$ cat config.mk
export PLATFORM = sky130hd
export DESIGN_NAME = axiWriteChannel_flat
export DESIGN_NICKNAME = d
export VERILOG_FILES = /design/src/source/axiMemPkg.sv /design/src/source/memPortIf.sv /design/src/source/axiBurstAddr.sv /design/src/source/axiWriteChannel.sv /design/src/flat_wrapper.sv
export VERILOG_INCLUDE_DIRS = /design/src /design/src/source
export SDC_FILE = /design/constraint.sdc
export NUM_CORES = 1
export LEC_CHECK = 0
export ABC_AREA = 0
export BUFFER_PORTS_ARGS = -buffer_cell sky130_fd_sc_hd__buf_2
export CORE_MARGIN = 3
export CORE_UTILIZATION = 52
export DETAILED_ROUTE_END_ITERATION = 7
export PLACE_DENSITY_LB_ADDON = 0.12
export SLEW_MARGIN = 20
export SYNTH_ARGS = -nofsm -noshare
export SYNTH_HDL_FRONTEND = slang
export SYNTH_SLANG_ARGS = --single-unit
$ cat constraint.sdc
create_clock -name CLK -period 5.9 [get_ports CLK]
set_input_delay 1.18 -clock CLK [delete_from_list [all_inputs] [get_ports CLK]]
set_output_delay 1.18 -clock CLK [all_outputs]
set_load 0.1 [all_outputs]
$ cat src/source/axiMem_settings.svh
/*
 * AXI memory slave settings
 * Bus, ID and burst length widths plus the memory depth, shared by every
 * block of the slave and by its testbench
 */

`ifndef AXIMEM_SETTINGS_SVH
`define AXIMEM_SETTINGS_SVH

// Bus widths ------------------------------
`define AXIMEM_ADDR_WIDTH 32 // Byte address
`define AXIMEM_DATA_WIDTH 32 // One word per beat, strobes are this over 8

// Transaction fields
`define AXIMEM_ID_WIDTH   4  // Echoed on B and R
`define AXIMEM_LEN_WIDTH  8  // AXI4 AxLEN, up to 256 beats

// Storage ---------------------------------
// 256 words of 32 bits, 1 KiB
`define AXIMEM_DEPTH      256

`endif

$ cat src/source/axiMemPkg.sv
/*
 * AXI memory slave types
 * Burst, response and transfer size encodings used on both channels
 */

package axiMemPkg;

	// Burst types ------------------------------
	// AxBURST encoding
	typedef enum logic [1:0] {
		FIXED = 2'b00, // Same address every beat
		INCR  = 2'b01, // Address steps by the beat size
		WRAP  = 2'b10, // Steps and wraps in an aligned window
		RSVD  = 2'b11  // Reserved, answered with SLVERR
	} axiBurst_t;

	// Responses --------------------------------
	// BRESP and RRESP encoding
	typedef enum logic [1:0] {
		OKAY   = 2'b00, // Normal access done
		EXOKAY = 2'b01, // Exclusive ok, never sent here
		SLVERR = 2'b10, // Slave error
		DECERR = 2'b11  // Decode error, never sent here
	} axiResp_t;

	// Transfer size ----------------------------
	// AxSIZE, bytes per beat = 2 ** code
	// 0 byte, 1 halfword, 2 word, above that wider than the 32-bit bus
	typedef logic [2:0] axiSize_t;

endpackage

$ cat src/source/memPortIf.sv
/*
 * Memory write port
 * Word index, data and byte enables from the write channel to the array
 */

`timescale 1ns/10ps
`include "axiMem_settings.svh"

interface memPortIf;

	logic                              we;    // Write this cycle
	logic [$clog2(`AXIMEM_DEPTH)-1:0]  addr;  // Word index
	logic [`AXIMEM_DATA_WIDTH-1:0]     wdata;
	logic [`AXIMEM_DATA_WIDTH/8-1:0]   wstrb; // One bit per byte lane

	// Write channel side
	modport writer (
		output we,
		output addr,
		output wdata,
		output wstrb
	);

	// Array side
	modport memory (
		input we,
		input addr,
		input wdata,
		input wstrb
	);

endinterface

$ cat src/source/axiBurstAddr.sv
/*
 * AXI burst address step
 * Next beat address for FIXED, INCR and WRAP, and burst legality check
 */

`timescale 1ns/10ps
`include "axiMem_settings.svh"

module axiBurstAddr
	import axiMemPkg::*;
(
	input  logic [`AXIMEM_ADDR_WIDTH-1:0] addr,     // Current beat
	input  axiSize_t                      size,
	input  logic [`AXIMEM_LEN_WIDTH-1:0]  len,      // Beats minus one
	input  axiBurst_t                     burst,
	output logic [`AXIMEM_ADDR_WIDTH-1:0] nextAddr,
	output logic                          legal
);

	localparam int maxSize = $clog2(`AXIMEM_DATA_WIDTH / 8); // Full bus width code

	logic [`AXIMEM_ADDR_WIDTH-1:0] beatBytes;
	logic [`AXIMEM_ADDR_WIDTH-1:0] alignedAddr;
	logic [`AXIMEM_ADDR_WIDTH-1:0] incrAddr;
	logic [`AXIMEM_ADDR_WIDTH-1:0] wrapMask;
	logic                          wrapLenOk;

	// Step ------------------------------
	assign beatBytes   = 1 << size;
	assign alignedAddr = addr & ~(beatBytes - 1'b1); // Later beats are aligned
	assign incrAddr    = alignedAddr + beatBytes;

	// Window is (len + 1) beats
	assign wrapMask  = (beatBytes * (len + 1'b1)) - 1'b1;
	assign wrapLenOk = (len == 1) || (len == 3) || (len == 7) || (len == 15);

	always_comb begin
		case (burst)
			FIXED:   nextAddr = addr;
			INCR:    nextAddr = incrAddr;
			WRAP:    nextAddr = (addr & ~wrapMask) | (incrAddr & wrapMask); // Stay in window
			default: nextAddr = addr; // Reserved, beats are discarded anyway
		endcase
	end

	// Legality ------------------------------
	// Reserved type, too wide a size, or a bad WRAP length
	assign legal = (burst != RSVD) && (size <= maxSize) && ((burst != WRAP) || wrapLenOk);

endmodule

$ cat src/source/axiWriteChannel.sv
/*
 * AXI write channel
 * Takes one AW request, writes each W beat under its strobes and answers on B
 */

`timescale 1ns/10ps
`include "axiMem_settings.svh"

module axiWriteChannel
	import axiMemPkg::*;
(
	input  logic                            CLK,
	input  logic                            reset,
	// Write address
	input  logic [`AXIMEM_ID_WIDTH-1:0]     AWID,
	input  logic [`AXIMEM_ADDR_WIDTH-1:0]   AWADDR,
	input  logic [`AXIMEM_LEN_WIDTH-1:0]    AWLEN,
	input  axiSize_t                        AWSIZE,
	input  logic [1:0]                      AWBURST,
	input  logic                            AWVALID,
	output logic                            AWREADY,
	// Write data
	input  logic [`AXIMEM_DATA_WIDTH-1:0]   WDATA,
	input  logic [`AXIMEM_DATA_WIDTH/8-1:0] WSTRB,
	input  logic                            WLAST,
	input  logic                            WVALID,
	output logic                            WREADY,
	// Write response
	output logic [`AXIMEM_ID_WIDTH-1:0]     BID,
	output axiResp_t                        BRESP,
	output logic                            BVALID,
	input  logic                            BREADY,
	// Memory
	memPortIf.writer                        mem
);

	localparam int laneBits = $clog2(`AXIMEM_DATA_WIDTH / 8); // Byte offset bits
	localparam int idxWidth = $clog2(`AXIMEM_DEPTH);

	typedef enum logic [1:0] {WR_IDLE, WR_DATA, WR_RESP} wrState_t;

	wrState_t                      state;
	logic [`AXIMEM_ADDR_WIDTH-1:0] beatAddr;  // Address of the beat now on W
	logic [`AXIMEM_ADDR_WIDTH-1:0] nextAddr;
	axiSize_t                      beatSize;
	logic [`AXIMEM_LEN_WIDTH-1:0]  beatLen;
	axiBurst_t                     beatBurst;
	logic                          burstLegal;
	logic                          inRange;
	logic                          beatOk;
	logic                          errFlag;   // Sticky over the burst
	logic                          wBeat;

	axiBurstAddr burstStep (
		.addr     (beatAddr),
		.size     (beatSize),
		.len      (beatLen),
		.burst    (beatBurst),
		.nextAddr (nextAddr),
		.legal    (burstLegal)
	);

	// Beat check ------------------------------
	assign wBeat   = WVALID && WREADY;
	assign inRange = (beatAddr >> laneBits) < `AXIMEM_DEPTH;
	assign beatOk  = burstLegal && inRange;

	// Memory written on the W handshake edge
	assign mem.we    = wBeat && beatOk; // Bad beats dropped
	assign mem.addr  = beatAddr[laneBits +: idxWidth];
	assign mem.wdata = WDATA;
	assign mem.wstrb = WSTRB;

	// Control FSM ------------------------------
	always_ff @(posedge CLK) begin
		if (reset) begin
			state   <= WR_IDLE;
			AWREADY <= 1'b0;
			WREADY  <= 1'b0;
			BVALID  <= 1'b0;
			errFlag <= 1'b0;
		end else begin
			case (state)
				WR_IDLE: begin
					if (AWVALID && AWREADY) begin
						AWREADY <= 1'b0;
						WREADY  <= 1'b1; // Data accepted from next cycle
						errFlag <= 1'b0;
						state   <= WR_DATA;
					end else begin
						AWREADY <= 1'b1;
					end
				end
				WR_DATA: begin
					if (wBeat) begin
						errFlag <= errFlag | ~beatOk;
						if (WLAST) begin
							WREADY <= 1'b0;
							BVALID <= 1'b1;
							state  <= WR_RESP;
						end
					end
				end
				WR_RESP: begin
					if (BREADY) begin // BVALID is high here
						BVALID  <= 1'b0;
						AWREADY <= 1'b1;
						state   <= WR_IDLE;
					end
				end
				default: state <= WR_IDLE;
			endcase
		end
	end

	// Request and response payload
	always_ff @(posedge CLK) begin
		if (AWVALID && AWREADY) begin
			BID       <= AWID; // Echoed on B
			beatAddr  <= AWADDR;
			beatLen   <= AWLEN;
			beatSize  <= AWSIZE;
			beatBurst <= axiBurst_t'(AWBURST);
		end else if (wBeat) begin
			beatAddr <= nextAddr;
		end
		if (wBeat && WLAST)
			BRESP <= (errFlag || !beatOk) ? SLVERR : OKAY; // Any bad beat fails all
	end

endmodule

$ cat src/flat_wrapper.sv
// flat-port wrapper written by rule: the top's interface ports become plain ports
module axiWriteChannel_flat import axiMemPkg::*;
  (CLK, reset, AWID, AWADDR, AWLEN, AWSIZE, AWBURST, AWVALID, AWREADY, WDATA, WSTRB, WLAST, WVALID, WREADY, BID, BRESP, BVALID, BREADY, mem_we, mem_addr, mem_wdata, mem_wstrb);
  memPortIf mem_i ();
  input  logic CLK;
  input  logic reset;
  input  logic [`AXIMEM_ID_WIDTH-1:0] AWID;
  input  logic [`AXIMEM_ADDR_WIDTH-1:0] AWADDR;
  input  logic [`AXIMEM_LEN_WIDTH-1:0] AWLEN;
  input  axiSize_t AWSIZE;
  input  logic [1:0] AWBURST;
  input  logic AWVALID;
  output logic AWREADY;
  input  logic [`AXIMEM_DATA_WIDTH-1:0] WDATA;
  input  logic [`AXIMEM_DATA_WIDTH/8-1:0] WSTRB;
  input  logic WLAST;
  input  logic WVALID;
  output logic WREADY;
  output logic [`AXIMEM_ID_WIDTH-1:0] BID;
  output axiResp_t BRESP;
  output logic BVALID;
  input  logic BREADY;
  output wire logic [$bits(mem_i.we)-1:0] mem_we;
  output wire logic [$bits(mem_i.addr)-1:0] mem_addr;
  output wire logic [$bits(mem_i.wdata)-1:0] mem_wdata;
  output wire logic [$bits(mem_i.wstrb)-1:0] mem_wstrb;
  assign mem_we = mem_i.we;
  assign mem_addr = mem_i.addr;
  assign mem_wdata = mem_i.wdata;
  assign mem_wstrb = mem_i.wstrb;
  axiWriteChannel u_core (.CLK(CLK), .reset(reset), .AWID(AWID), .AWADDR(AWADDR), .AWLEN(AWLEN), .AWSIZE(AWSIZE), .AWBURST(AWBURST), .AWVALID(AWVALID), .AWREADY(AWREADY), .WDATA(WDATA), .WSTRB(WSTRB), .WLAST(WLAST), .WVALID(WVALID), .WREADY(WREADY), .BID(BID), .BRESP(BRESP), .BVALID(BVALID), .BREADY(BREADY), .mem(mem_i));
endmodule
Yosys cells after proc, flatten, opt, wreduce, memory -nomap -nowiden
Cells that the tools add are included.
{"block": "word_totals", "word_cells": 89, "register_bits": 57, "output_inout_bits": 54, "inputBits": 91}
{"block": "op_classes", "mul": 1, "n_shift": 1, "n_eq_ne": 14, "addsub": 4, "mux": 23, "bitwise": 8, "magnitude_cmp": 2, "n_reduce_logical": 25}
{"operator": "$and 32x32->32", "count": 3}
{"operator": "$mux 32", "count": 2}
{"operator": "$not 32->32", "count": 2}
{"operator": "$pmux 32 s2", "count": 1}
{"operator": "$sub 32x1->32 const B", "count": 2}
{"operator": "$add 32x32->32", "count": 1}
{"operator": "$mul 32x9->32", "count": 1}
{"operator": "$or 32x32->32", "count": 1}
{"operator": "$shl 1x3->32 const A", "count": 1}
{"operator": "$lt 30x9->1 const B", "count": 1}
{"operator": "$reduce_and 4->1", "count": 3}
{"operator": "$mux 1", "count": 10}
{"operator": "$mux 2", "count": 5}
{"operator": "$add 8x1->9 const B", "count": 1}
{"operator": "$eq 8x1->1 const B", "count": 1}
{"operator": "$eq 8x2->1 const B", "count": 1}
{"operator": "$eq 8x3->1 const B", "count": 1}
{"operator": "$eq 8x4->1 const B", "count": 1}
{"operator": "$ne 2x2->1 const B", "count": 4}
{"operator": "$pmux 1 s2", "count": 4}
{"operator": "$reduce_bool 2->1", "count": 4}
{"operator": "$logic_and 1x1->1", "count": 7}
{"operator": "$pmux 2 s3", "count": 1}
{"operator": "$logic_or 1x1->1", "count": 5}
{"operator": "11 further kinds", "count": 15}

Logic depth before layout (Yosys ltp)
Gate-level depths: netlist of run 1.
{"block": "depth", "word_depth": 11, "ltp_mapped": 25, "depth_no_buf": 21}

By module
Synthesis of run 1 repeated with hierarchy kept, for this count alone.
{"block": "unflattened", "hier_cells": 895, "area_unflattened_um2": 7792.5}
{"mod": "axiBurstAddr", "n_inst": 1, "cells_per_inst": 718, "seq_area_each_um2": 0.0, "area_each_um2": 5094.9}
{"mod": "axiWriteChannel", "n_inst": 1, "cells_per_inst": 177, "seq_area_each_um2": 1621.6, "area_each_um2": 2697.6}

Least setup slack after synthesis of run 1
OpenSTA, ideal clock, no wires.
{"block": "synth_timing", "kind": "register -> register", "start": "reg u_core.beatSize[1]", "end": "reg (tool-made name)", "setup_ns": 0.282, "t_arrival_ns": 5.774, "path_buffers": 3, "required_ns": 5.618, "path_slack_ns": -0.156, "stages_incl_launch_ff": 22, "synth_period_minus_slack_ns": 6.056, "path_cell_list": "edfxtp_1 buf_6 clkbuf_1 nor3_1 nand2_1 fa_1 inv_1 fa_1 fa_1 fa_1 inv_1 fa_1 inv_1 ha_1 and3_1 nand4_1 a21oi_1 o21ai_0 and3_1 a221oi_1 buf_2 a211oi_1"}
{"element": "start, declared", "line": "axiWriteChannel.sv:45", "rtl": "axiSize_t beatSize;"}
{"element": "start signal, assigned", "line": "axiWriteChannel.sv:122", "rtl": "beatSize <= AWSIZE;"}

==> results of run 1 <==
-- cells in the mapped netlist (16+ instances only) --
cell,instances
xnor2_1,26
clkbuf_1,25
o21ai_0,24
nand2_1,81
ha_1,69
buf_4,47
nor2_1,113
a211oi_1,16
nand3_1,26
xor2_1,25
fa_1,46
a21oi_1,41
edfxtp_1,50
inv_1,94
-- routing by layer --
layer | part of all wire, % | vias to the layer above | track usage (%)
li1 | - | 3052 | -
met1 | 45 | 3102 | 35.3
met2 | 45 | 210 | 39.9
met3 | 6.6 | 60 | 3.90
met4 | 2.7 | 0 | 7.59
met5 | 0 | - | 0
-- critical path, stage by stage (launching register included) --
cell      delay, ps
edfxtp_1        500
buf_6           170
ha_4            220
or3_4           330
fa_1            500
inv_1            50
fa_1            460
fa_1            510
fa_1            530
inv_2            40
fa_1            490
inv_2            40
ha_4            260
and3_4          180
nand4_1         110
a21oi_2         190
o21ai_1         100
and3_4          200
a221oi_4        380
buf_6           230
nor2_2           50
-- final cells by class --
type / count / area, µm²
Multi-Input combinational cell: 639 / 5170
Fill cell: 1197 / 5100
Sequential cell: 56 / 1620
Timing Repair Buffer: 141 / 893
Inverter: 96 / 360
Tap cell: 176 / 220
Clock buffer: 6 / 129
Clock inverter: 2 / 15.0
-- layout by cell type, fill, tap and decap left out, drive strengths merged, types with 6 or more instances in the layout --
cell and instances:
buf 140, nor2 113, inv 96, nand2 81
ha 69, edfxtp 50, fa 46, a21oi 41
a211oi 28, o21ai 27, nand3 26, xnor2 26
xor2 25, nand2b 14, nor3 14, a21o 11
nand4 11, nor4 10, and3 8, a31oi 7
clkbuf 7, and2 7, dfxtp 6, or2 6
-- logic make-up after synthesis --
logic type / Yosys count
other cells: 1
mux: 2
fa+ha+maj: 115
buf+inv: 175
compound gates: 154
xor+xnor: 51
simple gates: 316
flops: 56
-- where the power goes --
group / switching [mW] / leakage (nW) / internal [mW]
Combinational: 0.572 / 3.11 / 0.402
Clock: 0.154 / 0.0714 / 0.160
Sequential: 0.0438 / 0.513 / 0.483
Total: 0.770 / 3.69 / 1.04
-- timing repair --
item                                    in CTS  in global routing
setup buffers                                0                 18
pin swaps                                    1                 24
gates cloned                                 1                  0
gates resized for setup                      6                 60
endpoints found under the setup margin      14                 47
-- per-stage QoR --
stage	std cells	area, µm²	util [%]	setup slack [ps]
6_report	1116	8410	62.3	132
5_1_grt	1116	8410	62.3	-104
4_1_cts	1098	8000	59.2	19.0
3_5_place_dp	1089	7820	57.9	-162
3_3_place_gp	1089	7820	57.9	18.9
2_1_floorplan	870	7350	-	8.68
-- worst paths after layout --
| kind | startpoint | endpoint | slack, ps | cells past startpoint |
|---|---|---|---|---|
| min | u_core.BVALID | u_core.BVALID | 470 | 2 |
| min reg2reg | u_core.BVALID | u_core.BVALID | 470 | 2 |
| max | u_core.beatLen[0] | flip-flop | 130 | 20 |
| max reg2reg | u_core.beatLen[0] | flip-flop | 130 | 20 |
==> qor.yml, run 1 <==
yosys:
  yosys.area_share.adder_pct: 24.3
  synthXorXnorAreaFrac_pct: 6.08
  postSynthRegisterBits: 56
  syn_nets: 1076
  synth_compound_gate_area_share_pct: 14.9
  synth_top_area_share_pct: 20.4
  synthTopCellsByArea: "edfxtp_1 20%, fa_1 13%, ha_1 12%"
  yosysTopAreaCell: "edfxtp_1"
  synth_cell_types: 77
  avgSynthCellArea_um2: 8.44
  synthCells: 870
  synthMuxAreaShare_pct: 0.273
  yosys_warnings: 0
  ys_async_sr_fraction_pct: 0
  synth_edf_count: 50
  synth-main-ff-cell: "edfxtp_1"
  yosysSeqAreaShare_pct: 22.1
  synthSimpleGateAreaFrac_pct: 20.7
  synth_area_mm2: 0.00734
  synth_top_family_by_area: "adder cells"
placed_design:
  dp_hpwl_um: 15700
  placement.io_buffers: 71
  gp_congestion: 0.935
status:
  outcome: "complete, no violations"
power_and_ir_drop:
  leakagePower_nw: 3.69
  irDropWorstVdd_mv: 0.133
  power.density_mw_per_mm2: 216
  finalPower_mw: 1.81
sta:
  period_minus_slack_ps: 5770
  maxSlewViolCount: 0
  post-route-period-util_pct: 97.8
  holdWs_ps: 469
  fin_tns_setup_ps: 0
  max-slew-margin-rel_pct: 42.2
  worst_pin_slew_ps: 863
  rsz0062_at_grt: "true"
  fmax_ghz: 0.173
  skew_ps: 9.80
  hold_viol_final: 0
  setup_viol: 0
drt:
  remaining_drc_errors: 0
  ant_nets: 0
  first_pass_iters: 5
  dr_total_vias: 6424
  vias_per_cell: 5.76
  drt_iter0_markers: 467
  wl_per_cell_um: 17.9
  drt-total-wl_um: 20000
global_route:
  grt_pass1_vias: 6291
  grt_max_degree: 51
  antenna_found_initial: 0
  gr-total-overflow: 0
  track_usage_pct: 25.1
  grt_first_pass_wirelength_um: 31800
final_layout:
  area_delta_synth_final_pct: 14.5
  num_antenna_cells: 0
  drive_gt1_share_pct: 23.6
  fin_nets: 1145
worst_setup_path:
  cp-start-kind: "flip-flop"
  cp_data_arrival_time_ps: 5840
  cp.required_ps: 5970
  path_class: "flip-flop to flip-flop"
  critical_path.max_fanout: 6
  end_kind: "flip-flop"
floorplanning:
  rows: 42
  core_area_mm2: 0.0135
  floorplan.initialDensity_pct: 54.4
  ios: 145
  die_x_um: 125
  die_h_um: 125
  die_area_mm2: 0.0156
clock_network:
  numCtsBuffers: 5
  cts_tree: "built"
  cts.clk_slew.worst_paths_ps: 80
  root_buffer: "clkbuf_16"
  postCtsHoldBufs: 0
  cts.sinks: 56
  clock_path_buffers: 2
  clock_latency_ps: 310
  htreeDepth: 2
flow_run:
  maxCapViolCount: 0
min_path:
  hp-class: "flip-flop to flip-flop"
No activity file was read; power rests on OpenSTA's default activity.
==> run 2: changes to the inputs <==
==> constraint.sdc (replaced) <==
create_clock -name CLK -period 5.9 [get_ports CLK]
set_input_delay 0.59 -clock CLK [delete_from_list [all_inputs] [get_ports CLK]]
set_output_delay 0.59 -clock CLK [all_outputs]
set_load 0.1 [all_outputs]
==> run 2 against run 1 <==
Final area down 0.25%; core utilization down 0.16 points; total power down 0.24%; critical path depth up 1; first-iteration DRC count up 5.1%; combinational power down 1%; sequential share of layout area about the same; die area unchanged; critical path type unchanged.
==> qor.yml, run 2 (synthesis gave the netlist of run 1 again) <==
sta:
  period_minus_slack_ps: 5780
  max-slew-margin-rel_pct: 46.2
  skew_ps: 11.0
  worst_pin_slew_ps: 803
  holdWs_ps: 451
  post-route-period-util_pct: 97.9
  rsz0062_at_grt: "true"
  fin_tns_setup_ps: 0
  fmax_ghz: 0.173
  maxSlewViolCount: 0
  final.setup.worst_slack_ps: 125
  setup_viol: 0
  hold_viol_final: 0
clock_network:
  clock_latency_ps: 310
  cts.sinks: 56
  postCtsHoldBufs: 0
  numCtsBuffers: 5
  clock_path_buffers: 2
  cts.clk_slew.worst_paths_ps: 80
  cts_tree: "built"
  htreeDepth: 2
  root_buffer: "clkbuf_16"
final_layout:
  fin_nets: 1142
  drive_gt1_share_pct: 23.7
  area_delta_synth_final_pct: 14.2
  final_cell_count_no_fill: 1113
  final_cell_mix: "102 x nor2_1, 87 x inv_1, 76 x nand2_1, 71 x buf_2"
  final_common_cell: "nor2_1"
  num_antenna_cells: 0
  final_util_pct: 62.1
  design_area_mm2: 0.00839
floorplanning:
  die_area_mm2: 0.0156
  die_h_um: 125
  die_x_um: 125
  core_area_mm2: 0.0135
  ios: 145
  floorplan.initialDensity_pct: 54.4
  rows: 42
global_route:
  antenna_found_initial: 0
  grt_first_pass_wirelength_um: 32100
  gr-total-overflow: 0
  grt_pass1_vias: 6474
  track_usage_pct: 25.4
  grt_max_degree: 52
worst_setup_path:
  critical_path.max_fanout: 7
  path_class: "flip-flop to flip-flop"
  cp-start-kind: "flip-flop"
  end_kind: "flip-flop"
  cp.required_ps: 5940
  cp_data_arrival_time_ps: 5820
drt:
  drt_iter0_markers: 491
  first_pass_iters: 4
  wl_per_cell_um: 18.2
  vias_per_cell: 5.75
  ant_nets: 0
  dr_total_vias: 6403
  remaining_drc_errors: 0
  drt-total-wl_um: 20200
power_and_ir_drop:
  power.density_mw_per_mm2: 216
  finalPower_mw: 1.81
  leakagePower_nw: 3.67
  irDropWorstVdd_mv: 0.129
status:
  outcome: "complete, no violations"
placed_design:
  placement.io_buffers: 71
  dp_hpwl_um: 16000
  gp_congestion: 0.967
  place_ws_ps: -72.2
  placedInstanceArea_mm2: 0.00780
  placed_cells: 1087
flow_run:
  maxCapViolCount: 0
min_path:
  hp-class: "primary input to flip-flop"
-- run 2: changes by cell type in the layout (fill, tap and decap cells not counted), moves of 2 or more --
cell / delta
nand2_2: +3
nand2_1: -3
nor2_1: -2
buf_4: -2
nor2_2: +3
-- run 2: final cells by class --
type                    instances  area (µm²)
clock buffers                   6         129
clock inverters                 2        16.3
fillers                      1210        5120
inverters                      96         360
multi-input cells             639        5170
flip-flops and latches         56        1620
well taps                     176         220
repair buffers                138         873
-- run 2: final timing paths --
| check | slack [ps] | cells past startpoint | endpoint | startpoint |
|---|---|---|---|---|
| min reg2reg | 480 | 2 | u_core.BVALID | u_core.BVALID |
| min | 450 | 1 | u_core.beatLen[5] | AWLEN[5] |
| max reg2reg | 120 | 21 | flip-flop | u_core.beatSize[1] |
| max | 120 | 21 | flip-flop | u_core.beatSize[1] |
-- run 2: critical path, cell delays in order (launching register included) --
cell and delay [ps]:
edfxtp_1 520, buf_6 190, nor3b_4 310, or2b_1 280, fa_1 500, inv_1 50
ha_1 260, inv_1 50, fa_1 470, inv_1 50, fa_1 520, inv_1 50
fa_1 530, inv_1 60, ha_4 310, a21o_1 170, a31oi_2 60, a21oi_2 210
and4b_1 240, o41ai_2 230, xor2_1 270, o21a_1 160
-- run 2: per-layer routing --
layer | vias up | wire, µm | GRT usage (%)
met3 | 70 | 1400 | 4.33
met1 | 3043 | 8760 | 34.0
met2 | 242 | 9340 | 41.6
met5 | - | 0 | 0
met4 | 0 | 717 | 8.93
li1 | 3048 | - | -
-- run 2: report_power, final --
part           leakage [nW]  switching [mW]  total [mW]  internal, mW
sequential            0.513          0.0446       0.528         0.483
clock                0.0671           0.163       0.323         0.159
combinational          3.09           0.567       0.959         0.392
-- run 2: what timing repair did --
action,4_1_cts,5_1_grt
buffers inserted,0,17
resized for setup,6,61
pin swaps,1,23
setup endpoints to repair,14,49
gates cloned,1,0
