===== config.mk =====
export PLATFORM = sky130hd
export DESIGN_NAME = axiReadChannel
export DESIGN_NICKNAME = d
export VERILOG_FILES = /design/src/source/axiMemPkg.sv /design/src/source/axiBurstAddr.sv /design/src/source/axiReadChannel.sv
export VERILOG_INCLUDE_DIRS = /design/src /design/src/source
export SDC_FILE = /design/constraint.sdc
export NUM_CORES = 1
export LEC_CHECK = 0
export BUFFER_PORTS_ARGS = -buffer_cell sky130_fd_sc_hd__buf_2
export CORE_ASPECT_RATIO = 1.75
export CORE_MARGIN = 8
export CORE_UTILIZATION = 30
export CTS_CLUSTER_DIAMETER = 80
export CTS_CLUSTER_SIZE = 16
export DETAILED_ROUTE_END_ITERATION = 6
export GPL_TIMING_DRIVEN = 1
export SETUP_SLACK_MARGIN = 0.02
export SLEW_MARGIN = 20
export SYNTH_ARGS = -nofsm -noshare
export SYNTH_HDL_FRONTEND = slang
export SYNTH_SLANG_ARGS = --single-unit

===== constraint.sdc =====
create_clock -name CLK -period 10.1 [get_ports CLK]
set_input_delay 1.01 -clock CLK [delete_from_list [all_inputs] [get_ports CLK]]
set_output_delay 1.01 -clock CLK [all_outputs]
set_load 0.03 [all_outputs]

===== src/source/axiMem_settings.svh =====
/*
 * AXI memory slave settings
 * Bus, ID and burst length widths plus the memory depth, shared by every
 * block of the slave and by its testbench
 */

`ifndef AXIMEM_SETTINGS_SVH
`define AXIMEM_SETTINGS_SVH

// Bus widths ------------------------------
`define AXIMEM_ADDR_WIDTH 32 // Byte address
`define AXIMEM_DATA_WIDTH 32 // One word per beat, strobes are this over 8

// Transaction fields
`define AXIMEM_ID_WIDTH   4  // Echoed on B and R
`define AXIMEM_LEN_WIDTH  8  // AXI4 AxLEN, up to 256 beats

// Storage ---------------------------------
// 256 words of 32 bits, 1 KiB
`define AXIMEM_DEPTH      256

`endif


===== src/source/axiMemPkg.sv =====
/*
 * AXI memory slave types
 * Burst, response and transfer size encodings used on both channels
 */

package axiMemPkg;

	// Burst types ------------------------------
	// AxBURST encoding
	typedef enum logic [1:0] {
		FIXED = 2'b00, // Same address every beat
		INCR  = 2'b01, // Address steps by the beat size
		WRAP  = 2'b10, // Steps and wraps in an aligned window
		RSVD  = 2'b11  // Reserved, answered with SLVERR
	} axiBurst_t;

	// Responses --------------------------------
	// BRESP and RRESP encoding
	typedef enum logic [1:0] {
		OKAY   = 2'b00, // Normal access done
		EXOKAY = 2'b01, // Exclusive ok, never sent here
		SLVERR = 2'b10, // Slave error
		DECERR = 2'b11  // Decode error, never sent here
	} axiResp_t;

	// Transfer size ----------------------------
	// AxSIZE, bytes per beat = 2 ** code
	// 0 byte, 1 halfword, 2 word, above that wider than the 32-bit bus
	typedef logic [2:0] axiSize_t;

endpackage


===== src/source/axiBurstAddr.sv =====
/*
 * AXI burst address step
 * Next beat address for FIXED, INCR and WRAP, and burst legality check
 */

`timescale 1ns/10ps
`include "axiMem_settings.svh"

module axiBurstAddr
	import axiMemPkg::*;
(
	input  logic [`AXIMEM_ADDR_WIDTH-1:0] addr,     // Current beat
	input  axiSize_t                      size,
	input  logic [`AXIMEM_LEN_WIDTH-1:0]  len,      // Beats minus one
	input  axiBurst_t                     burst,
	output logic [`AXIMEM_ADDR_WIDTH-1:0] nextAddr,
	output logic                          legal
);

	localparam int maxSize = $clog2(`AXIMEM_DATA_WIDTH / 8); // Full bus width code

	logic [`AXIMEM_ADDR_WIDTH-1:0] beatBytes;
	logic [`AXIMEM_ADDR_WIDTH-1:0] alignedAddr;
	logic [`AXIMEM_ADDR_WIDTH-1:0] incrAddr;
	logic [`AXIMEM_ADDR_WIDTH-1:0] wrapMask;
	logic                          wrapLenOk;

	// Step ------------------------------
	assign beatBytes   = 1 << size;
	assign alignedAddr = addr & ~(beatBytes - 1'b1); // Later beats are aligned
	assign incrAddr    = alignedAddr + beatBytes;

	// Window is (len + 1) beats
	assign wrapMask  = (beatBytes * (len + 1'b1)) - 1'b1;
	assign wrapLenOk = (len == 1) || (len == 3) || (len == 7) || (len == 15);

	always_comb begin
		case (burst)
			FIXED:   nextAddr = addr;
			INCR:    nextAddr = incrAddr;
			WRAP:    nextAddr = (addr & ~wrapMask) | (incrAddr & wrapMask); // Stay in window
			default: nextAddr = addr; // Reserved, beats are discarded anyway
		endcase
	end

	// Legality ------------------------------
	// Reserved type, too wide a size, or a bad WRAP length
	assign legal = (burst != RSVD) && (size <= maxSize) && ((burst != WRAP) || wrapLenOk);

endmodule


===== src/source/axiReadChannel.sv =====
/*
 * AXI read channel
 * Takes one AR request and returns its beats one at a time from the array
 */

`timescale 1ns/10ps
`include "axiMem_settings.svh"

module axiReadChannel
	import axiMemPkg::*;
(
	input  logic                             CLK,
	input  logic                             reset,
	// Read address
	input  logic [`AXIMEM_ID_WIDTH-1:0]      ARID,
	input  logic [`AXIMEM_ADDR_WIDTH-1:0]    ARADDR,
	input  logic [`AXIMEM_LEN_WIDTH-1:0]     ARLEN,
	input  axiSize_t                         ARSIZE,
	input  logic [1:0]                       ARBURST,
	input  logic                             ARVALID,
	output logic                             ARREADY,
	// Read data
	output logic [`AXIMEM_ID_WIDTH-1:0]      RID,
	output logic [`AXIMEM_DATA_WIDTH-1:0]    RDATA,
	output axiResp_t                         RRESP,
	output logic                             RLAST,
	output logic                             RVALID,
	input  logic                             RREADY,
	// Memory read port
	output logic                             re,
	output logic [$clog2(`AXIMEM_DEPTH)-1:0] rdAddr,
	input  logic [`AXIMEM_DATA_WIDTH-1:0]    rdData
);

	localparam int laneBits = $clog2(`AXIMEM_DATA_WIDTH / 8);
	localparam int idxWidth = $clog2(`AXIMEM_DEPTH);

	typedef enum logic [1:0] {RD_IDLE, RD_FETCH, RD_DELIVER} rdState_t;

	rdState_t                      state;
	logic [`AXIMEM_ADDR_WIDTH-1:0] beatAddr;
	logic [`AXIMEM_ADDR_WIDTH-1:0] nextAddr;
	axiSize_t                      beatSize;
	logic [`AXIMEM_LEN_WIDTH-1:0]  beatLen;
	axiBurst_t                     beatBurst;
	logic [`AXIMEM_LEN_WIDTH-1:0]  beatsLeft; // Beats after the current one
	logic                          burstLegal;
	logic                          inRange;
	logic                          beatOk;
	logic                          beatErr;   // Beat on R is zeroed
	logic                          rBeat;

	axiBurstAddr burstStep (
		.addr     (beatAddr),
		.size     (beatSize),
		.len      (beatLen),
		.burst    (beatBurst),
		.nextAddr (nextAddr),
		.legal    (burstLegal)
	);

	// Fetch ------------------------------
	assign rBeat   = RVALID && RREADY;
	assign inRange = (beatAddr >> laneBits) < `AXIMEM_DEPTH;
	assign beatOk  = burstLegal && inRange;

	assign re     = (state == RD_FETCH) && beatOk; // One read per good beat
	assign rdAddr = beatAddr[laneBits +: idxWidth];

	// Array output holds its word until the next re, so RDATA is steady under stall
	assign RDATA = beatErr ? '0 : rdData;

	// Control FSM ------------------------------
	always_ff @(posedge CLK) begin
		if (reset) begin
			state   <= RD_IDLE;
			ARREADY <= 1'b0;
			RVALID  <= 1'b0;
		end else begin
			case (state)
				RD_IDLE: begin
					if (ARVALID && ARREADY) begin
						ARREADY <= 1'b0;
						state   <= RD_FETCH;
					end else begin
						ARREADY <= 1'b1;
					end
				end
				RD_FETCH: begin
					RVALID <= 1'b1; // Word arrives with it
					state  <= RD_DELIVER;
				end
				RD_DELIVER: begin
					if (RREADY) begin
						RVALID <= 1'b0;
						if (RLAST) begin
							ARREADY <= 1'b1;
							state   <= RD_IDLE;
						end else begin
							state <= RD_FETCH; // Next address next cycle
						end
					end
				end
				default: state <= RD_IDLE;
			endcase
		end
	end

	// Request and beat payload
	always_ff @(posedge CLK) begin
		if (ARVALID && ARREADY) begin
			RID       <= ARID;
			beatAddr  <= ARADDR;
			beatLen   <= ARLEN;
			beatSize  <= ARSIZE;
			beatBurst <= axiBurst_t'(ARBURST);
			beatsLeft <= ARLEN;
		end
		if (state == RD_FETCH) begin
			RRESP    <= beatOk ? OKAY : SLVERR;
			RLAST    <= (beatsLeft == '0);
			beatErr  <= !beatOk;
			beatAddr <= nextAddr;
		end
		if (rBeat && !RLAST)
			beatsLeft <= beatsLeft - 1'b1;
	end

endmodule


=== After elaboration in Yosys (flattened, before gate mapping) ===
Cells that the tools add are included.
Widths: inputs -> output; s select.

* Bits in registers: 65
* Latch bits: 0
* RAM bits: 0
* ROM bits: 0
* Bits of input ports: 85
* Logic and storage cells: 81
* Memories kept: 0

* Add/subtract/negate cells: 5
* $mul: 1
* Divide/modulo/power cells: 0
* Order comparisons: 2
* Eq/ne operators: 14
* Shift-type cells: 1
* Multiplexer cells: 17
* Bitwise operators: 6
* Reductions and logical operators: 23

{| class="wikitable"
|+ Operators by type and width
! cell !! count
|-
| $and 32x32->32 || 3
|-
| $mux 32 || 3
|-
| $not 32->32 || 2
|-
| $pmux 32 s2 || 1
|-
| $sub 32x1->32 const B || 2
|-
| $add 32x32->32 || 1
|-
| $mul 32x32->32 || 1
|-
| $or 32x32->32 || 1
|-
| $shl 1x3->32 const A || 1
|-
| $lt 30x9->1 const B || 1
|-
| $mux 8 || 2
|-
| $ne 2x2->1 const B || 5
|-
| $add 8x1->9 const B || 1
|-
| $eq 8x1->1 const B || 1
|-
| $eq 8x2->1 const B || 1
|-
| $eq 8x3->1 const B || 1
|-
| $eq 8x4->1 const B || 1
|-
| $logic_not 8->1 || 1
|-
| $reduce_bool 2->1 || 4
|-
| $sub 8x1->8 const B || 1
|-
| $logic_and 1x1->1 || 7
|-
| $mux 2 || 3
|-
| $pmux 2 s3 || 1
|-
| $reduce_and 2->1 || 3
|-
| other kinds (10) || 21
|}

=== Depth between registers and ports, before layout ===
Gate-level depths: netlist of run 1.

* Depth after elaboration: 9
* Mapped depth: 25
* Depth with buffers taken out: 21

=== By module ===
Synthesis of run 1 repeated with hierarchy kept, for this count alone.

* Cells, all modules: 1008
* Area, all modules: 8154.1 µm²

{| class="wikitable"
|+ Modules (own cells, without submodules)
! module !! instances !! cells an instance !! area an instance (µm²) !! seq. area each (µm²)
|-
| axiBurstAddr || 1 || 724 || 5210.0 || 0.0
|-
| axiReadChannel || 1 || 284 || 2944.1 || 1851.8
|}

=== Worst setup path after synthesis of run 1 ===
No wires, ideal clock.

* Path kind: register to register
* From: reg beatSize[0]
* To: reg with a tool-made name
* Data arrival time: 5.921 ns
* Required time: 9.817 ns
* Path slack: 3.896 ns
* Cell stages (with the launch flop): 26
* Cell sequence: edfxtp_1 buf_6 clkbuf_1 nand2_1 nor2_1 nand2_1 fa_1 inv_1 fa_1 inv_1 fa_1 inv_1 fa_1 inv_1 fa_1 inv_1 ha_1 clkbuf_1 nand3_1 and3b_1 a21oi_1 o211ai_1 a21o_1 a31oi_1 buf_2 a211oi_1

{| class="wikitable"
|+ RTL lines
! item !! RTL line !! source
|-
| start: declaration || axiReadChannel.sv:43 || <nowiki>axiSize_t beatSize;</nowiki>
|-
| start signal: assignment || axiReadChannel.sv:115 || <nowiki>beatSize <= ARSIZE;</nowiki>
|}

==> results of run 1 <==
[power groups by stage]
stage	clock (uW)	sequential, uW	combinational [uW]
4_1_cts	293	335	451
3_5_place_dp	0	340	448
5_1_grt	302	338	499
6_report	284	336	448
2_1_floorplan	0	332	318
3_3_place_gp	0	340	446
[metrics by stage]
step	hold slack (ns)	area (um2)
after CTS	0.521	8670
after floorplan	0.479	7560
after global placement	0.504	8410
after detailed placement	0.511	8410
final	0.515	8680
after global routing	0.574	8680
[synthesized netlist by cell type (all sizes together) (2+ instances only)]
cell type  number  area share
nand4b          3      0.0035
nor2b          42       0.035
inv            92       0.046
o221ai          2      0.0023
o21ai          30       0.020
nand3          19       0.013
and3           10      0.0089
nor4b           2      0.0023
mux2i           2      0.0026
or2b            2      0.0020
xnor2          31       0.036
a21o           18       0.018
nand4           6      0.0050
o2111ai         3      0.0035
nor2          102       0.051
edfxtp         59        0.23
nand3b          2      0.0020
xor2           28       0.032
ha             69        0.11
a31oi           3      0.0025
clkbuf         25       0.012
o211ai          4      0.0040
buf            20       0.019
a21oi          51       0.034
a221oi          3      0.0035
a211o           2      0.0023
or3             9      0.0074
a2111oi         2      0.0023
o21bai          4      0.0040
nand2          94       0.047
nand2b         13       0.011
nor4           13       0.014
nor3           16       0.011
o21a            2      0.0020
fa             46        0.12
and2            4      0.0033
or2             3      0.0025
a211oi         26       0.032
dfxtp           4       0.011
[kinds of logic (layout without fill, tap and decap cells)]
kind of cell,count (synthesis),after routing,synth area share
other cells,1,1,0.000496
xor+xnor,59,59,0.0684
mux,2,2,0.00265
simple gates,347,347,0.226
flops,63,63,0.245
compound gates,161,161,0.144
buf+inv,138,245,0.0773
fa+ha+maj,115,115,0.236
[metal layers]
layer / routed length (um) / vias to the layer above
met1: 8510 / 3176
met3: 525 / 80
met2: 13000 / 141
li1: - / 3213
met4: 1610 / 0
met5: 0 / -
[worst paths after layout]
path / from / to / slack [ns] / depth (start not counted)
setup reg to reg: beatSize[2]$_DFFE_PP_ / flip-flop / 2.92 / 18
hold reg to reg: ARREADY$_SDFFE_PP0P_ / ARREADY$_SDFFE_PP0P_ / 0.52 / 2
hold / removal: ARREADY$_SDFFE_PP0P_ / ARREADY$_SDFFE_PP0P_ / 0.52 / 2
setup / recovery: beatSize[2]$_DFFE_PP_ / flip-flop / 2.92 / 18
[layout make-up]
type,count,area [um2],share of cell area
clock buffer,9,225,0.0259
clock inverter,7,40.0,0.00461
inverter,93,350,0.0404
multi-input combinational,685,5130,0.591
sequential,63,1850,0.213
tap,316,395,0.0456
timing repair buffer,136,688,0.0793
[worst min-delay path, delay by kind of cell (launching register included)]
family,cells,cell delay (ns)
flops,1,0.31
simple gates,2,0.15
[placed cells by master, fill, tap and decap left out, drive strengths merged, types with 4 or more instances in the layout]
cell      n
xnor2    31
nor2    102
and2      4
nor3     16
edfxtp   59
or3       9
buf     136
fa       46
nand4     6
o211ai    4
dfxtp     4
o21bai    4
nor4     13
and3     10
clkinv    6
xor2     28
a21o     18
nand3    19
clkbuf    9
inv      92
a21oi    51
a211oi   26
nor2b    42
ha       69
nand2b   13
o21ai    30
nand2    94
==> summary.md, run 1 <==
| Metric | Value |
|---|---|
| Outcome | finished clean |
| Most used DFF post-synth | edfxtp_1 |
| Syn nets | 1086 |
| Final wirelength | 23.7 mm |
| Worst setup margin | 2.92 ns |
| Pint | 643 uW |
| CP max FO | 26 |
| Root buffer cell | clkbuf_16 |
| Most used cell, CP | fa_1 |
| Critical-path top delay cell | edfxtp_1 |
| First-pass GRT wire length | 37.2 mm |
| DP Cell Count | 1293 |
| IO Port Bufs | 133 |
| Worst-path clk slew | 0.06 ns |
| Clk pwr share | 0.266 |
| CTS buffer count | 9 |
| DR iter-0 viols | 266 |
| Crit path buf inv count | 3 |
| VDD IR max | 0.0924 mV |
| GRT Overall Usage | 0.157 |
| Starting Density | 0.302 |
| F_max | 139 MHz |
| I/O pins | 135 |
| Crit-path max cell delay | 0.91 ns |
| Wire length per cell | 18.1 um |
| Mapped Cells | 886 |
| Post-synth ARST share | 0 |
| Final Core Density | 0.347 |
| Clock Skews | 0.00561 ns |
| Ys Warns | 0 |
| Post-CTS Setup Repair Bufs | 0 |
| Final net count | 1188 |
| Hpwl dp | 19.7 mm |
| Number of inserted diodes | 0 |
| Longest Clk Path Bufs | 2 |
| Register bit total from synthesis | 63 |
| Comb pwr share | 0.420 |
| Post-cts sizing count | 0 |
| H-tree Lvls | 3 |
| Final Slew Violations | 0 |
| Crit path max-delay family | adder cells |
| Sw Ratio | 0.398 |
| GR Util met1 | 0.153 |
| Minimum clock period | 7.18 ns |
| Register area share after synthesis | 0.245 |
| Hold_buf cts | 0 |
| Synthesized area | 7560 um2 |
| Residual DRC | 0 |
| DR pass1 iterations | 5 |
| Latest clock arrival within the worst-skew pair | 0.35 ns |
| Critical Path End Type | flip-flop |
| Slew Limit Headroom | 0.339 |
| Final-report hold violation count | 0 |
| Required time worst endpoint | 10.25 ns |
| Die area | 30700 um2 |
| Switch Pwr | 425 uW |
| Vias | 6610 |
| Chip height | 226 um |
| CP Class | reg2reg |
| Number of synthesized flops with an enable pin | 59 |
| Met3 Track Usage GR | 0.0238 |
| Netlist cell types | 70 |
| Lkg Pwr | 0.00380 uW |
| Area growth syn-to-layout | 14.8% |
| Share of power burned in registers | 0.314 |
| Fillcell total | 2690 |
| Pwr Total | 1070 uW |
| GRT overflow | 0 |
| Clock sink count | 63 |
| CTS tree | built |
| Hold Crit Class | reg2reg |
| Vias in the first global route | 6984 |
| CP cell instances | nor3b_2, nand2_1, fa_1, inv_1, fa_1, fa_1, fa_1, inv_1, fa_1, inv_1, ha_1, a21oi_1, o211ai_1, nor3_1, o21ai_1, a211oi_1, xor2_1, a221oi_1 |
| Share of cells above drive strength 1 | 0.175 |
| Met2 Usage GRT | 0.289 |
| Die width | 136 um |
| Final ANT Viol Nets | 0 |
| Max cap viols | 0 |
| FP Rows | 77 |
| Worst Setup Start Kind | flip-flop |
| RePlAce Congestion | 0.877 |
| Final setup TNS | 0 ns |
| Busiest grt layer | met2 |
| Pin count of the biggest net entering global routing | 46 |
| RSZ-0062 raised after global routing | false |
| Worst endpoint data arrival time | 7.32 ns |
| Final Cycle Share | 0.710 |
| Via density | 5.05 |
| Dpl ws | 2.81 ns |
| Post-Layout Cell Count | 1309 |
| Initial antenna violation count | 0 |
| Avg Cell Area, Syn | 8.53 um2 |
| Worst-Margin Slew | 0.992 ns |
| Power Dens Cells | 123 nW/um2 |
| CORE AREA | 25000 um2 |
| Setup Viol. Count Final | 0 |
Note: power is estimated with default switching activity, not from simulation.
==> run 2, diff against run 1 <==
- clock period: 10.1 -> 7.24 ns (I/O delays scaled with it)
==> run 2 against run 1 <==
First-iteration DRC count grew 15%. Fmax grew 5.3%. Largest cell class unchanged. Power grew 50%. Final cell count grew 0.92%. Register-to-register slack lost 2.5 ns.
==> summary.md, run 2 (same netlist as run 1, synthesis figures left out) <==
| Metric | Value |
|---|---|
| Reg-to-reg slack, setup | 0.42 ns (was 2.92 ns) |
| RSZ-0062 raised after global routing | false (unchanged) |
| Final Cycle Share | 0.941 (was 0.710) |
| CP max FO | 15 (was 26) |
| Worst Setup Start Kind | flip-flop (unchanged) |
| Crit-path max cell delay | 0.68 ns (was 0.91 ns) |
| CP cell instances | nand2_1, nor2_1, nand2_1, fa_1, inv_1, fa_1, inv_1, fa_1, inv_1, fa_1, inv_1, fa_1, inv_1, ha_1, a21oi_1, o211ai_1, nor3_1, o21ai_1, a211oi_1, xor2_1, a221oi_1 (was nor3b_2, nand2_1, fa_1, inv_1, fa_1, fa_1, fa_1, inv_1, fa_1, inv_1, ha_1, a21oi_1, o211ai_1, nor3_1, o21ai_1, a211oi_1, xor2_1, a221oi_1) |
| Die width | 136 um (unchanged) |
| Residual DRC | 0 (unchanged) |
| Worst-Margin Slew | 1.02 ns (was 0.992 ns) |
| Post-Layout Cell Count | 1321 (was 1309) |
| H-tree Lvls | 3 (unchanged) |
| DR pass1 iterations | 5 (unchanged) |
| CTS tree | built (unchanged) |
| Worst path depth | 21 (was 18) |
| Final-report hold violation count | 0 (unchanged) |
| Final net count | 1200 (was 1188) |
| Longest Clk Path Bufs | 2 (unchanged) |
| CP Class | reg2reg (unchanged) |
| Minimum clock period | 6.82 ns (was 7.18 ns) |
| Hold_sp | ARREADY$_SDFFE_PP0P_ (unchanged) |
| GRT Overall Usage | 0.156 (was 0.157) |
| Outcome | finished clean (unchanged) |
| DP Cell Count | 1305 (was 1293) |
| FP Rows | 77 (unchanged) |
| Final hold slack | 0.523 ns (was 0.515 ns) |
| Max cap viols | 0 (unchanged) |
| Die area | 30700 um2 (unchanged) |
| Post-cts sizing count | 0 (unchanged) |
| Power Dens Cells | 181 nW/um2 (was 123 nW/um2) |
| CTS buffer count | 9 (unchanged) |
| Chip height | 226 um (unchanged) |
| Wire length per cell | 17.8 um (was 18.1 um) |
| WHS Path Cells | 2 (unchanged) |
| Worst Reg-to-Reg Cells | 21 (was 18) |
| Initial antenna violation count | 0 (unchanged) |
| Latest clock arrival within the worst-skew pair | 0.35 ns (about the same) |
| Worst setup margin | 0.424 ns (was 2.92 ns) |
| I/O pins | 135 (unchanged) |
| Starting Density | 0.302 (unchanged) |
| Number of inserted diodes | 0 (unchanged) |
| Clock Skews | 0.00841 ns (was 0.00561 ns) |
| Worst endpoint data arrival time | 6.97 ns (was 7.32 ns) |
| Dpl ws | 0.443 ns (was 2.81 ns) |
| Final Slew Violations | 0 (unchanged) |
| Critical-path top delay cell | edfxtp_1 (unchanged) |
| Most common cell after layout, fill and taps aside | buf_2 (unchanged) |
| Reg2reg start | beatSize[0]$_DFFE_PP_ (was beatSize[2]$_DFFE_PP_) |
| Final setup TNS | 0 ns (unchanged) |
| Lkg Pwr | 0.00390 uW (was 0.00380 uW) |
| Hold_buf cts | 0 (unchanged) |
| Vias in the first global route | 6884 (was 6984) |
| Setup Viol. Count Final | 0 (unchanged) |
| Final Core Density | 0.353 (was 0.347) |
| Critical Path End Type | flip-flop (unchanged) |
| Required time worst endpoint | 7.39 ns (was 10.25 ns) |
| VDD IR max | 0.110 mV (was 0.0924 mV) |
| First-pass GRT wire length | 37.1 mm (was 37.2 mm) |
| Hpwl dp | 19.5 mm (was 19.7 mm) |
| Pin count of the biggest net entering global routing | 46 (unchanged) |
| Final wirelength | 23.5 mm (was 23.7 mm) |
| F_max | 147 MHz (was 139 MHz) |
| Root buffer cell | clkbuf_16 (unchanged) |
| Hold Crit Class | reg2reg (unchanged) |
| Via density | 5.04 (was 5.05) |
| Post-CTS Setup Repair Bufs | 0 (unchanged) |
| Slew Limit Headroom | 0.320 (was 0.339) |
| Area growth syn-to-layout | 17.0% (was 14.8%) |
| CORE AREA | 25000 um2 (unchanged) |
| Final ANT Viol Nets | 0 (unchanged) |
| Clock sink count | 63 (unchanged) |
| Commonest non-fill, non-tap cells in the layout | buf_2 (133), nor2_1 (102), nand2_1 (94) (unchanged) |
| Hold Crit Endpoint | ARREADY$_SDFFE_PP0P_ (unchanged) |
| Crit path buf inv count | 5 (was 3) |
| GRT overflow | 0 (unchanged) |
| Vias | 6657 (was 6610) |
| DR iter-0 viols | 305 (was 266) |
| RePlAce Congestion | 0.915 (was 0.877) |
| Crit path max-delay family | adder cells (unchanged) |
| Worst-path clk slew | 0.06 ns (about the same) |
| IO Port Bufs | 133 (unchanged) |
| Share of cells above drive strength 1 | 0.187 (was 0.175) |
-- run 2: cell count changes in the layout (fill, tap and decap cells not counted), sizes merged --
cell and change:
bufinv +3, clkinv -3, clkinvlp -1, inv +1
buf +12
-- run 2: worst min-delay path: stages (launching register included) --
cell,delay (ns)
dfxtp_1,0.32
nor2_1,0.10
nor3_1,0.05
-- run 2: per-layer routing --
metal	share of wire	routed length, um	track usage	vias up
met5	0	0	0	-
met4	0.052	1230	0.0936	0
met3	0.025	591	0.0194	59
met2	0.55	13000	0.289	146
met1	0.37	8700	0.162	3213
li1	-	-	-	3239
-- run 2: final cells by class --
type | instances | area, um2
multi-input combinational | 685 | 5120
sequential | 63 | 1850
clock buffer | 9 | 225
clock inverter | 7 | 120
tap | 316 | 395
fill | 2618 | 16200
inverter | 93 | 350
timing repair buffer | 148 | 778
-- run 2: power by group --
group	internal, uW	switching (uW)	leakage, uW
Combinational	237	384	0.00316
Clock	337	178	0.000166
Sequential	433	31.9	0.000581
-- run 2: worst max path at each step --
stage	slack (ns)	to	start
finish	0.42	flip-flop	beatSize[0]$_DFFE_PP_
global route	0.03	flip-flop	beatSize[0]$_DFFE_PP_
CTS	0.44	flip-flop	beatSize[0]$_DFFE_PP_
detailed placement	0.44	flip-flop	beatSize[0]$_DFFE_PP_
global placement	0.53	flip-flop	beatSize[0]$_DFFE_PP_
floorplan	1.04	flip-flop	beatSize[0]$_DFFE_PP_
-- run 2: stage by stage --
step                      area, um2  total power [uW]
after global routing           8840              1700
after detailed placement       8500              1090
final                          8840              1600
after global placement         8500              1090
after floorplan                7560               907
after CTS                      8840              1620
